## src/cfg_pkg.sv

```systemverilog
package cfg_pkg;

    // --------------------
    // Register file sizes and magic values
    localparam int RW_BITS = 160;
    localparam int RO_BITS = 192;

    localparam logic [15:0] RW_MAGIC = 16'h6745;
    localparam logic [15:0] RO_MAGIC = 16'h2301;

    // --------------------
    // Read-write bit positions
    localparam int RWPOS_CFG_RD_EN        = 16;   // Start a config read
    localparam int RWPOS_CFG_WR_EN        = 17;   // Start a config write
    localparam int RWPOS_WAIT_COMPLETE    = 18;   // Stall commands while busy
    localparam int RWPOS_STATUS_CL_EN     = 19;   // Timer clears status bits
    localparam int RWPOS_COMMAND_EN       = 20;   // Timer sets command bits
    localparam int RWPOS_MGMT_DI          = 64;
    localparam int RWPOS_MGMT_DWADDR      = 96;
    localparam int RWPOS_MGMT_WR_READONLY = 106;
    localparam int RWPOS_MGMT_RW1C_AS_RW  = 107;
    localparam int RWPOS_MGMT_BYTE_EN     = 108;
    localparam int RWPOS_CL_PERIOD        = 128;

    localparam logic [31:0] CL_PERIOD_DEFAULT = 32'd62500;   // 1 ms at 62.5 MHz
    localparam logic [9:0]  AUTO_WR_DWADDR    = 10'd1;       // Command/status dword
    localparam logic [31:0] AUTO_WR_DATA      = 32'hff000406;

    // Read-write reset image, high field first
    localparam logic [RW_BITS-1:0] RW_RESET = {
        CL_PERIOD_DEFAULT,      // +010 timer period
        16'h0000,               // +00E reserved
        4'hf,                   // +00D byte enables
        2'b00,                  // rw1c-as-rw and read-only-write flags
        10'd0,                  // +00C dword address
        32'd0,                  // +008 write data
        32'(RW_BITS / 8),       // +004 byte count
        16'h0000,               // +002 control bits
        RW_MAGIC                // +000
    };

    // --------------------
    // Host command and response words
    typedef struct packed {
        logic [15:0] value;     // Byte-swapped
        logic [15:0] mask;      // Byte-swapped
        logic [15:0] addr;      // Byte address, top bit selects read-write half
        logic [3:0]  typ;       // Bit 0 read, bit 1 write
        logic [11:0] rsvd;
    } cfg_cmd_t;

    typedef struct packed {
        logic [15:0] addr;
        logic [15:0] data;      // Byte-swapped
    } cfg_rsp_t;

    // --------------------
    // PCIe core side
    typedef struct packed {
        logic        rd_en;
        logic        wr_en;
        logic [31:0] di;
        logic [9:0]  dwaddr;
        logic [3:0]  byte_en;
        logic        wr_readonly;
        logic        wr_rw1c_as_rw;
    } cfg_mgmt_req_t;

    typedef struct packed {
        logic        rd_wr_done;
        logic [31:0] data_out;
    } cfg_mgmt_rsp_t;

    typedef struct packed {
        logic [7:0]  bus;
        logic [4:0]  device;
        logic [2:0]  func;
        logic [15:0] command;
        logic [15:0] status;
    } cfg_status_t;

    typedef struct packed {
        logic [31:0] di;
        logic [9:0]  dwaddr;
        logic        wr_readonly;
        logic        wr_rw1c_as_rw;
        logic [3:0]  byte_en;
    } cfg_mgmt_fields_t;

endpackage

```

## src/cfg_fifo.sv

```systemverilog
`timescale 1ns/10ps

module cfg_fifo #(
    parameter type payload_t = logic [31:0],
    parameter int  DEPTH     = 16
) (
    input  logic     clk_pcie,
    input  logic     rst,
    input  logic     i_push,
    input  payload_t i_data,
    output logic     o_full,
    output logic     o_free_lt2,
    input  logic     i_pop,
    output payload_t o_data,
    output logic     o_valid
);

    localparam int PW = (DEPTH > 1) ? $clog2(DEPTH) : 1;
    localparam int CW = $clog2(DEPTH + 1);

    payload_t        mem [DEPTH];
    logic [PW-1:0]   wr_ptr;
    logic [PW-1:0]   rd_ptr;
    logic [CW-1:0]   count;
    logic            push_ok;
    logic            pop_ok;

    assign push_ok    = i_push & ~o_full;      // Drop on overflow
    assign pop_ok     = i_pop & o_valid;
    assign o_full     = (count == CW'(DEPTH));
    assign o_free_lt2 = (count > CW'(DEPTH - 2));
    assign o_valid    = (count != '0);
    assign o_data     = mem[rd_ptr];

    always_ff @(posedge clk_pcie)
    begin
        if (push_ok)
        begin
            mem[wr_ptr] <= i_data;
        end
    end

    always_ff @(posedge clk_pcie)
    begin
        if (rst)
        begin
            wr_ptr <= '0;
            rd_ptr <= '0;
            count  <= '0;
        end
        else
        begin
            if (push_ok)
            begin
                wr_ptr <= (wr_ptr == PW'(DEPTH - 1)) ? '0 : wr_ptr + 1'b1;
            end
            if (pop_ok)
            begin
                rd_ptr <= (rd_ptr == PW'(DEPTH - 1)) ? '0 : rd_ptr + 1'b1;
            end
            if (push_ok && !pop_ok)
            begin
                count <= count + 1'b1;
            end
            else if (pop_ok && !push_ok)
            begin
                count <= count - 1'b1;
            end
        end
    end

endmodule

```

## src/cfg_cmd_decoder.sv

```systemverilog
`timescale 1ns/10ps

module cfg_cmd_decoder import cfg_pkg::*; (
    input  logic        clk_pcie,
    input  logic        rst,
    input  logic        i_cmd_valid,
    input  cfg_cmd_t    i_cmd,
    output logic        o_cmd_pop,
    input  logic        i_rsp_hold,
    input  logic        i_seq_busy,
    input  logic        i_wait_complete,
    output logic [15:0] o_rd_addr,
    input  logic [15:0] i_rd_data,
    output logic        o_wr_en,
    output logic [15:0] o_wr_addr,
    output logic [15:0] o_wr_value,
    output logic [15:0] o_wr_mask,
    output logic        o_access,
    output logic        o_rsp_push,
    output cfg_rsp_t    o_rsp
);

    logic cmd_rd;
    logic cmd_wr;

    // --------------------
    // Pop decision
    // A pending write must land before the next command reads or stalls on it
    assign o_cmd_pop = i_cmd_valid & ~i_rsp_hold & ~o_wr_en
                     & ~(i_wait_complete & i_seq_busy);

    assign cmd_rd    = o_cmd_pop & i_cmd.typ[0];
    assign cmd_wr    = o_cmd_pop & i_cmd.typ[1] & i_cmd.addr[15];   // Read-only half ignored

    assign o_rd_addr = i_cmd.addr;
    assign o_access  = o_cmd_pop | o_wr_en;    // Holds off the clear timer

    // --------------------
    // Control strobes
    always_ff @(posedge clk_pcie)
    begin
        if (rst)
        begin
            o_rsp_push <= 1'b0;
            o_wr_en    <= 1'b0;
        end
        else
        begin
            o_rsp_push <= cmd_rd;
            o_wr_en    <= cmd_wr;
        end
    end

    // Payload capture
    always_ff @(posedge clk_pcie)
    begin
        if (cmd_rd)
        begin
            o_rsp.addr <= i_cmd.addr;
            o_rsp.data <= {i_rd_data[7:0], i_rd_data[15:8]};       // Host byte order
        end
        if (cmd_wr)
        begin
            o_wr_addr  <= i_cmd.addr;
            o_wr_value <= {i_cmd.value[7:0], i_cmd.value[15:8]};
            o_wr_mask  <= {i_cmd.mask[7:0], i_cmd.mask[15:8]};
        end
    end

endmodule

```

## src/cfg_regfile.sv

```systemverilog
`timescale 1ns/10ps

module cfg_regfile import cfg_pkg::*; (
    input  logic             clk_pcie,
    input  logic             rst,
    input  logic [15:0]      i_rd_addr,
    output logic [15:0]      o_rd_data,
    input  logic             i_wr_en,
    input  logic [15:0]      i_wr_addr,
    input  logic [15:0]      i_wr_value,
    input  logic [15:0]      i_wr_mask,
    input  logic             i_launch,
    input  logic             i_auto_wr,
    input  logic [1:0]       i_mgmt_en,
    input  logic [31:0]      i_result,
    input  logic [9:0]       i_result_addr,
    input  logic [3:0]       i_result_be,
    input  logic             i_result_valid,
    input  cfg_status_t      i_status,
    output cfg_mgmt_fields_t o_fields,
    output logic             o_rd_start,
    output logic             o_wr_start,
    output logic             o_wait_complete,
    output logic             o_status_cl_en,
    output logic             o_command_en,
    output logic [31:0]      o_cl_period,
    output logic [15:0]      o_pcie_id
);

    logic [RW_BITS-1:0] rw_q;
    logic [RW_BITS-1:0] rw_shift;
    logic [RW_BITS-1:0] wr_mask_vec;
    logic [RW_BITS-1:0] wr_val_vec;
    logic [RO_BITS-1:0] ro;
    logic [RO_BITS-1:0] ro_shift;
    logic [17:0]        rd_bit;
    logic [17:0]        wr_bit;

    // --------------------
    // Read-only layout
    assign ro = {
        i_result,                       // +014 latched read data
        16'h0000,                       // +012
        i_result_be,
        i_result_valid,
        1'b0,
        i_result_addr,                  // +010
        16'h0000,                       // +00E
        i_status.status,                // +00C
        i_status.command,               // +00A
        i_status.func,
        i_status.device,
        i_status.bus,                   // +008 PCIe ID
        32'(RO_BITS / 8),               // +004
        14'h0000,
        i_mgmt_en,                      // +002 enables toward the core
        RO_MAGIC                        // +000
    };

    // Byte address to bit address, zero past the end
    assign rd_bit    = {i_rd_addr[14:0], 3'b000};
    assign rw_shift  = rw_q >> rd_bit;
    assign ro_shift  = ro >> rd_bit;
    assign o_rd_data = i_rd_addr[15] ? rw_shift[15:0] : ro_shift[15:0];

    assign wr_bit      = {i_wr_addr[14:0], 3'b000};
    assign wr_mask_vec = {{(RW_BITS - 16){1'b0}}, i_wr_mask} << wr_bit;
    assign wr_val_vec  = {{(RW_BITS - 16){1'b0}}, i_wr_value} << wr_bit;

    // --------------------
    // Read-write storage
    always_ff @(posedge clk_pcie)
    begin
        if (rst)
        begin
            rw_q <= RW_RESET;
        end
        else
        begin
            rw_q <= i_wr_en ? ((rw_q & ~wr_mask_vec) | (wr_val_vec & wr_mask_vec)) : rw_q;
            if (i_launch)
            begin
                rw_q[RWPOS_CFG_RD_EN] <= 1'b0;
                rw_q[RWPOS_CFG_WR_EN] <= 1'b0;
            end
            if (i_auto_wr)
            begin
                rw_q[RWPOS_CFG_WR_EN]               <= 1'b1;
                rw_q[RWPOS_MGMT_DI +: 32]           <= AUTO_WR_DATA;
                rw_q[RWPOS_MGMT_DWADDR +: 10]       <= AUTO_WR_DWADDR;
                rw_q[RWPOS_MGMT_WR_READONLY]        <= 1'b0;
                rw_q[RWPOS_MGMT_RW1C_AS_RW]         <= 1'b0;
                rw_q[RWPOS_MGMT_BYTE_EN +: 4]       <= {rw_q[RWPOS_STATUS_CL_EN], 1'b0,
                                                        {2{rw_q[RWPOS_COMMAND_EN]}}};
            end
        end
    end

    // --------------------
    // Field outputs
    assign o_fields.di            = rw_q[RWPOS_MGMT_DI +: 32];
    assign o_fields.dwaddr        = rw_q[RWPOS_MGMT_DWADDR +: 10];
    assign o_fields.wr_readonly   = rw_q[RWPOS_MGMT_WR_READONLY];
    assign o_fields.wr_rw1c_as_rw = rw_q[RWPOS_MGMT_RW1C_AS_RW];
    assign o_fields.byte_en       = rw_q[RWPOS_MGMT_BYTE_EN +: 4];

    assign o_rd_start      = rw_q[RWPOS_CFG_RD_EN];
    assign o_wr_start      = rw_q[RWPOS_CFG_WR_EN];
    assign o_wait_complete = rw_q[RWPOS_WAIT_COMPLETE];
    assign o_status_cl_en  = rw_q[RWPOS_STATUS_CL_EN];
    assign o_command_en    = rw_q[RWPOS_COMMAND_EN];
    assign o_cl_period     = rw_q[RWPOS_CL_PERIOD +: 32];
    assign o_pcie_id       = {i_status.func, i_status.device, i_status.bus};

endmodule

```

## src/cfg_mgmt_seq.sv

```systemverilog
`timescale 1ns/10ps

module cfg_mgmt_seq import cfg_pkg::*; (
    input  logic             clk_pcie,
    input  logic             rst,
    input  logic             i_rd_start,
    input  logic             i_wr_start,
    input  cfg_mgmt_fields_t i_fields,
    input  logic             i_status_cl_en,
    input  logic             i_command_en,
    input  logic [31:0]      i_cl_period,
    input  logic             i_access,
    input  cfg_mgmt_rsp_t    i_mgmt,
    output cfg_mgmt_req_t    o_mgmt,
    output logic             o_launch,
    output logic             o_auto_wr,
    output logic             o_busy,
    output logic [1:0]       o_mgmt_en,
    output logic [31:0]      o_result,
    output logic [9:0]       o_result_addr,
    output logic [3:0]       o_result_be,
    output logic             o_result_valid
);

    logic        rd_en_q;
    logic        wr_en_q;
    logic        timer_run;
    logic [31:0] cl_cnt;

    // --------------------
    // Core request
    assign o_mgmt.rd_en         = rd_en_q & ~i_mgmt.rd_wr_done;   // Drop with done
    assign o_mgmt.wr_en         = wr_en_q & ~i_mgmt.rd_wr_done;
    assign o_mgmt.di            = i_fields.di;
    assign o_mgmt.dwaddr        = i_fields.dwaddr;
    assign o_mgmt.byte_en       = i_fields.byte_en;
    assign o_mgmt.wr_readonly   = i_fields.wr_readonly;
    assign o_mgmt.wr_rw1c_as_rw = i_fields.wr_rw1c_as_rw;
    assign o_mgmt_en            = {o_mgmt.wr_en, o_mgmt.rd_en};

    assign o_busy   = i_rd_start | i_wr_start | rd_en_q | wr_en_q;
    assign o_launch = (i_rd_start | i_wr_start) & ~rd_en_q & ~wr_en_q;

    // Status-clear timer runs only when everything is idle
    assign timer_run = (i_status_cl_en | i_command_en) & ~o_busy & ~i_access;
    assign o_auto_wr = timer_run & (cl_cnt >= i_cl_period);

    // --------------------
    // Start, enable, done handshake
    always_ff @(posedge clk_pcie)
    begin
        if (rst)
        begin
            rd_en_q        <= 1'b0;
            wr_en_q        <= 1'b0;
            o_result_valid <= 1'b0;
            o_result       <= '0;
            o_result_addr  <= '0;
            o_result_be    <= '0;
        end
        else if (i_mgmt.rd_wr_done && (rd_en_q || wr_en_q))
        begin
            rd_en_q        <= 1'b0;
            wr_en_q        <= 1'b0;
            o_result_valid <= 1'b1;
            o_result       <= i_mgmt.data_out;
            o_result_addr  <= i_fields.dwaddr;
            o_result_be    <= i_fields.byte_en;
        end
        else if (o_launch)
        begin
            rd_en_q        <= i_rd_start;                  // Read wins over write
            wr_en_q        <= ~i_rd_start;
            o_result_valid <= 1'b0;
        end
    end

    always_ff @(posedge clk_pcie)
    begin
        if (rst)
        begin
            cl_cnt <= '0;
        end
        else if (o_auto_wr)
        begin
            cl_cnt <= '0;
        end
        else if (timer_run)
        begin
            cl_cnt <= cl_cnt + 1'b1;
        end
    end

endmodule

```

## src/pcie_cfg_top.sv

```systemverilog
`timescale 1ns/10ps

module pcie_cfg_top import cfg_pkg::*; #(
    parameter int CMD_DEPTH = 16,
    parameter int RSP_DEPTH = 16
) (
    input  logic          clk_pcie,
    input  logic          rst,
    input  logic          i_cmd_valid,
    input  cfg_cmd_t      i_cmd,
    output logic          o_cmd_ready,
    output logic          o_rsp_valid,
    output cfg_rsp_t      o_rsp,
    input  logic          i_rsp_ready,
    output cfg_mgmt_req_t o_mgmt,
    input  cfg_mgmt_rsp_t i_mgmt,
    input  cfg_status_t   i_status,
    output logic [15:0]   o_pcie_id
);

    logic             cmd_full;
    logic             cmd_valid;
    cfg_cmd_t         cmd;
    logic             cmd_pop;
    logic             rsp_hold;
    logic             rsp_push;
    cfg_rsp_t         rsp;
    logic [15:0]      rd_addr;
    logic [15:0]      rd_data;
    logic             wr_en;
    logic [15:0]      wr_addr;
    logic [15:0]      wr_value;
    logic [15:0]      wr_mask;
    logic             access;
    cfg_mgmt_fields_t fields;
    logic             rd_start;
    logic             wr_start;
    logic             wait_complete;
    logic             status_cl_en;
    logic             command_en;
    logic [31:0]      cl_period;
    logic             launch;
    logic             auto_wr;
    logic             seq_busy;
    logic [1:0]       mgmt_en;
    logic [31:0]      result;
    logic [9:0]       result_addr;
    logic [3:0]       result_be;
    logic             result_valid;

    assign o_cmd_ready = ~cmd_full;

    // --------------------
    // Command and response buffering
    cfg_fifo #(.payload_t(cfg_cmd_t), .DEPTH(CMD_DEPTH)) u_cmd_fifo (
        .clk_pcie(clk_pcie), .rst(rst),
        .i_push(i_cmd_valid), .i_data(i_cmd), .o_full(cmd_full), .o_free_lt2(),
        .i_pop(cmd_pop), .o_data(cmd), .o_valid(cmd_valid)
    );

    cfg_fifo #(.payload_t(cfg_rsp_t), .DEPTH(RSP_DEPTH)) u_rsp_fifo (
        .clk_pcie(clk_pcie), .rst(rst),
        .i_push(rsp_push), .i_data(rsp), .o_full(), .o_free_lt2(rsp_hold),
        .i_pop(i_rsp_ready), .o_data(o_rsp), .o_valid(o_rsp_valid)
    );

    cfg_cmd_decoder u_decoder (
        .clk_pcie(clk_pcie), .rst(rst),
        .i_cmd_valid(cmd_valid), .i_cmd(cmd), .o_cmd_pop(cmd_pop),
        .i_rsp_hold(rsp_hold), .i_seq_busy(seq_busy), .i_wait_complete(wait_complete),
        .o_rd_addr(rd_addr), .i_rd_data(rd_data),
        .o_wr_en(wr_en), .o_wr_addr(wr_addr), .o_wr_value(wr_value), .o_wr_mask(wr_mask),
        .o_access(access), .o_rsp_push(rsp_push), .o_rsp(rsp)
    );

    // --------------------
    // Registers and core handshake
    cfg_regfile u_regfile (
        .clk_pcie(clk_pcie), .rst(rst),
        .i_rd_addr(rd_addr), .o_rd_data(rd_data),
        .i_wr_en(wr_en), .i_wr_addr(wr_addr), .i_wr_value(wr_value), .i_wr_mask(wr_mask),
        .i_launch(launch), .i_auto_wr(auto_wr), .i_mgmt_en(mgmt_en),
        .i_result(result), .i_result_addr(result_addr), .i_result_be(result_be),
        .i_result_valid(result_valid), .i_status(i_status), .o_fields(fields),
        .o_rd_start(rd_start), .o_wr_start(wr_start), .o_wait_complete(wait_complete),
        .o_status_cl_en(status_cl_en), .o_command_en(command_en),
        .o_cl_period(cl_period), .o_pcie_id(o_pcie_id)
    );

    cfg_mgmt_seq u_seq (
        .clk_pcie(clk_pcie), .rst(rst),
        .i_rd_start(rd_start), .i_wr_start(wr_start), .i_fields(fields),
        .i_status_cl_en(status_cl_en), .i_command_en(command_en),
        .i_cl_period(cl_period), .i_access(access),
        .i_mgmt(i_mgmt), .o_mgmt(o_mgmt),
        .o_launch(launch), .o_auto_wr(auto_wr), .o_busy(seq_busy), .o_mgmt_en(mgmt_en),
        .o_result(result), .o_result_addr(result_addr), .o_result_be(result_be),
        .o_result_valid(result_valid)
    );

endmodule

```

## config.mk

```make
export PLATFORM = sky130hd
export DESIGN_NAME = pcie_cfg_top
export DESIGN_NICKNAME = d
export VERILOG_FILES = /design/src/cfg_pkg.sv /design/src/cfg_fifo.sv /design/src/cfg_cmd_decoder.sv /design/src/cfg_regfile.sv /design/src/cfg_mgmt_seq.sv /design/src/pcie_cfg_top.sv
export SDC_FILE = /design/constraint.sdc
export NUM_CORES = 2
export LEC_CHECK = 0
export BUFFER_PORTS_ARGS = -buffer_cell sky130_fd_sc_hd__buf_2
export CORE_AREA = 5 5 504 506
export CTS_CLUSTER_DIAMETER = 50
export DETAILED_ROUTE_END_ITERATION = 10
export DIE_AREA = 0 0 509 511
export GPL_TIMING_DRIVEN = 0
export SLEW_MARGIN = 40
export SYNTH_ARGS = -nofsm -noshare
export SYNTH_HDL_FRONTEND = slang
export SYNTH_SLANG_ARGS = --single-unit
```

## constraint.sdc

```tcl
create_clock -name clk_pcie -period 5.6 [get_ports clk_pcie]
set_input_delay 0.28 -clock clk_pcie [delete_from_list [all_inputs] [get_ports clk_pcie]]
set_output_delay 0.28 -clock clk_pcie [all_outputs]
set_load 0.005 [all_outputs]
```

==> impl_metrics.toml <==
[clock_network]
cts_tree = "yes"
clock-sinks = 1668
ctsHoldBuffers = 84
clock-root-buffer = "clkbuf_16"
clkLatencyLatePin_ps = 820
cts_buffer_depth = 3
cts_buffers = 165
htree_levels = 4
post_cts_buffers = 0
path_clk_slew_ps = 70
ctsResizeCount = 0

[critical_path]
critPathLaunchType = "register"
critPathMaxFanout = 11
critPathKind = "reg -> reg"
slowest_stage = "buf_2"
critPathBufInv = 7
endpoint_kind = "register"
crit_required_ps = 5980
cp_cell_sequence = "buf_2 > buf_2 > mux4_2 > mux2i_1 > mux2_2 > buf_4 > inv_2 > buf_2 > buf_2 > buf_2 > a311oi_1 > o21ai_0 > o221ai_1"
rr_worst_depth = 13
cp_common_cell = "buf_2"
worstPathArrival_ps = 5610
crit_cells = 13
cp_top_family = "buffers and inverters"
slowest_delay_ps = 640

[sta]
max_freq_mhz = 191
slew_headroom_pct = 35.2
rsz0062_at_grt = "false"
finalSetupViolations = 0
worstMarginPinSlew_ps = 972
period_minus_slack_ps = 5230
timing.final.max_slew_violations = 0
final.setup_skew_ps = 73.0
period_share_pct = 93.4
hold_viol = 0

[die]
floorplan.initialDensity_pct = 27.8
dieArea_um2 = 260000
rows = 184
io_pins = 249
die_h_um = 511
die_w_um = 509
core_um2 = 250000

[cells_and_area]
areaGrowthSynthToFinish_pct = 20.5
drive_above_1_share_pct = 25.3
multi_input_area_um2 = 20500
fin_cells = 8554
final_cell_mix = "edfxtp_1, nand2_1, mux4_2, buf_2, nor2_1"
n_fill_cell = 24100
fin_nets = 5259
regArea_um2 = 47300
final_common_cell = "edfxtp_1"
stdcell_area_um2 = 83600

[route]
dr.first_iter.drc_count = 5241
vias = 43700
via_per_inst = 5.11
ant_nets = 0
post_drt_wl_per_cell_um = 27.9
drt-total-wl_um = 239000
drc = 0
first_pass_iters = 6

[yosys]
syn_area_per_cell_um2 = 15.7
yosys.area_share.simple_pct = 6.41
synth_mux_area_share_pct = 15.0
syn_nets = 4607
synthCells = 4405
synth-adder-area-share_pct = 0.978
synth_top_family_by_area = "multiplexers"
ys_seq_area_share_pct = 68.2
ys.flop_type = "edfxtp_1"
yosys.area.top_type = "edfxtp_1"
yosys-top-cells-area = "edfxtp_1, mux4_2, dfxtp_1"
post_synth_xor_area_fraction_pct = 0.581
yosys_register_bits = 1668
synth_warnings = 0
async_flop_share_pct = 0
yosysUniqueCellTypes = 87
netlist_area_um2 = 69400
synth_compound_area_share_pct = 6.17
synth-edff-count = 1391
synth_top_cell_area_share_pct = 60.2

[global_route]
grt_pass1_wl_um = 335000
overflow = 0
grt_antenna_before_repair = 39
grt_usage_pct = 17.9
grt_pass1_vias = 42800
grt_max_degree = 39

[hold_path]
min_delay_path_depth = 3
min_from = "rst"
hold_class = "in -> reg"

[placed_design]
io_buffers = 233
place_hpwl_um = 174000
place_area_um2 = 77300
dp_cells = 8152
place.gp.congestion = 0.997

[job]
drv_cap = 0

[power]
p_per_area_nw_per_um2 = 437
p_leak_nw = 26.5
ir_drop_mv = 0.282

[outcome]
status = "completed"
==> per-stage QoR <==
stage	total power (W)	util (%)	hold slack, ps	TNS, ps	setup slack [ps]
after global placement	0.0255	29.9	443	-2443740	-5190
after global routing	0.0378	33.5	293	0	375
after floorplan	0.0211	-	379	0	534
final	0.0366	33.5	321	0	371
after detailed placement	0.0257	31.0	447	0	482
after CTS	0.0366	33.5	243	0	446
==> routing by layer <==
layer  routed length (um)  global-route usage [%]
met5                   86                       0
met4                 8910                    5.86
met3                19900                    3.79
met2               108000                    27.6
met1               102000                    25.1
==> state kept, by name, indices dropped and copies added (netlist names), 4 cells and up, named ones only <==
name / count
u_cmd_fifo.count: 5
u_cmd_fifo.mem: 800
u_cmd_fifo.rd_ptr: 4
u_cmd_fifo.wr_ptr: 4
u_decoder.o_rsp: 32
u_decoder.o_wr_addr: 15
u_decoder.o_wr_mask: 16
u_decoder.o_wr_value: 16
u_regfile.rw_q: 17
u_rsp_fifo.count: 5
u_rsp_fifo.mem: 512
u_rsp_fifo.rd_ptr: 4
u_rsp_fifo.wr_ptr: 4
u_seq.cl_cnt: 32
u_seq.o_result: 32
u_seq.o_result_addr: 10
u_seq.o_result_be: 4
==> cell type report <==
class                           count  share of cell area [%]
Inverter                           52                   0.236
Timing Repair Buffer              485                    5.15
Buffer                            323                    2.01
Multi-Input combinational cell   2362                    24.6
Clock buffer                      210                    5.24
Sequential cell                  1668                    56.6
Clock inverter                     91                    1.15
Tap cell                         3348                    5.01
Antenna cell                       15                  0.0449
==> cells by family after synthesis <==
logic type | count (synthesis)
flops | 1668
simple gates | 1035
compound gates | 692
mux | 536
buf+inv | 375
fa+ha+maj | 53
xor+xnor | 46
==> power by group <==
group          switching [W]  total (W)  internal [W]
logic                0.00642    0.00995       0.00353
registers           0.000931     0.0157        0.0148
clock network        0.00486     0.0109       0.00608
==> worst paths after layout <==
kind / to / slack, ps
worst max-delay path: u_decoder.o_rsp[15] / 370
worst min-delay path: register / 320
worst max register to register: u_decoder.o_rsp[15] / 370
worst min register to register: u_seq.o_result_addr[5] / 460
==> cell usage after synthesis (26+ instances only) <==
master and instances:
a21oi_1 258, a22oi_1 70, buf_1 34, buf_2 60, buf_4 78, clkbuf_1 145
dfxtp_1 277, edfxtp_1 1391, ha_1 51, inv_1 49, mux2_2 26, mux2i_1 110
mux4_2 396, nand2_1 414, nand3_1 64, nand4_1 26, nor2_1 354, nor3_1 63
o21ai_0 157, xor2_1 36
==> worst register-to-register path: cells and delay by family (launching register included) <==
kind / cells / cell delay, ps
buf+inv: 7 / 2460
flops: 1 / 300
compound gates: 3 / 1380
mux: 3 / 690
Power figures use the tool's default switching activity.
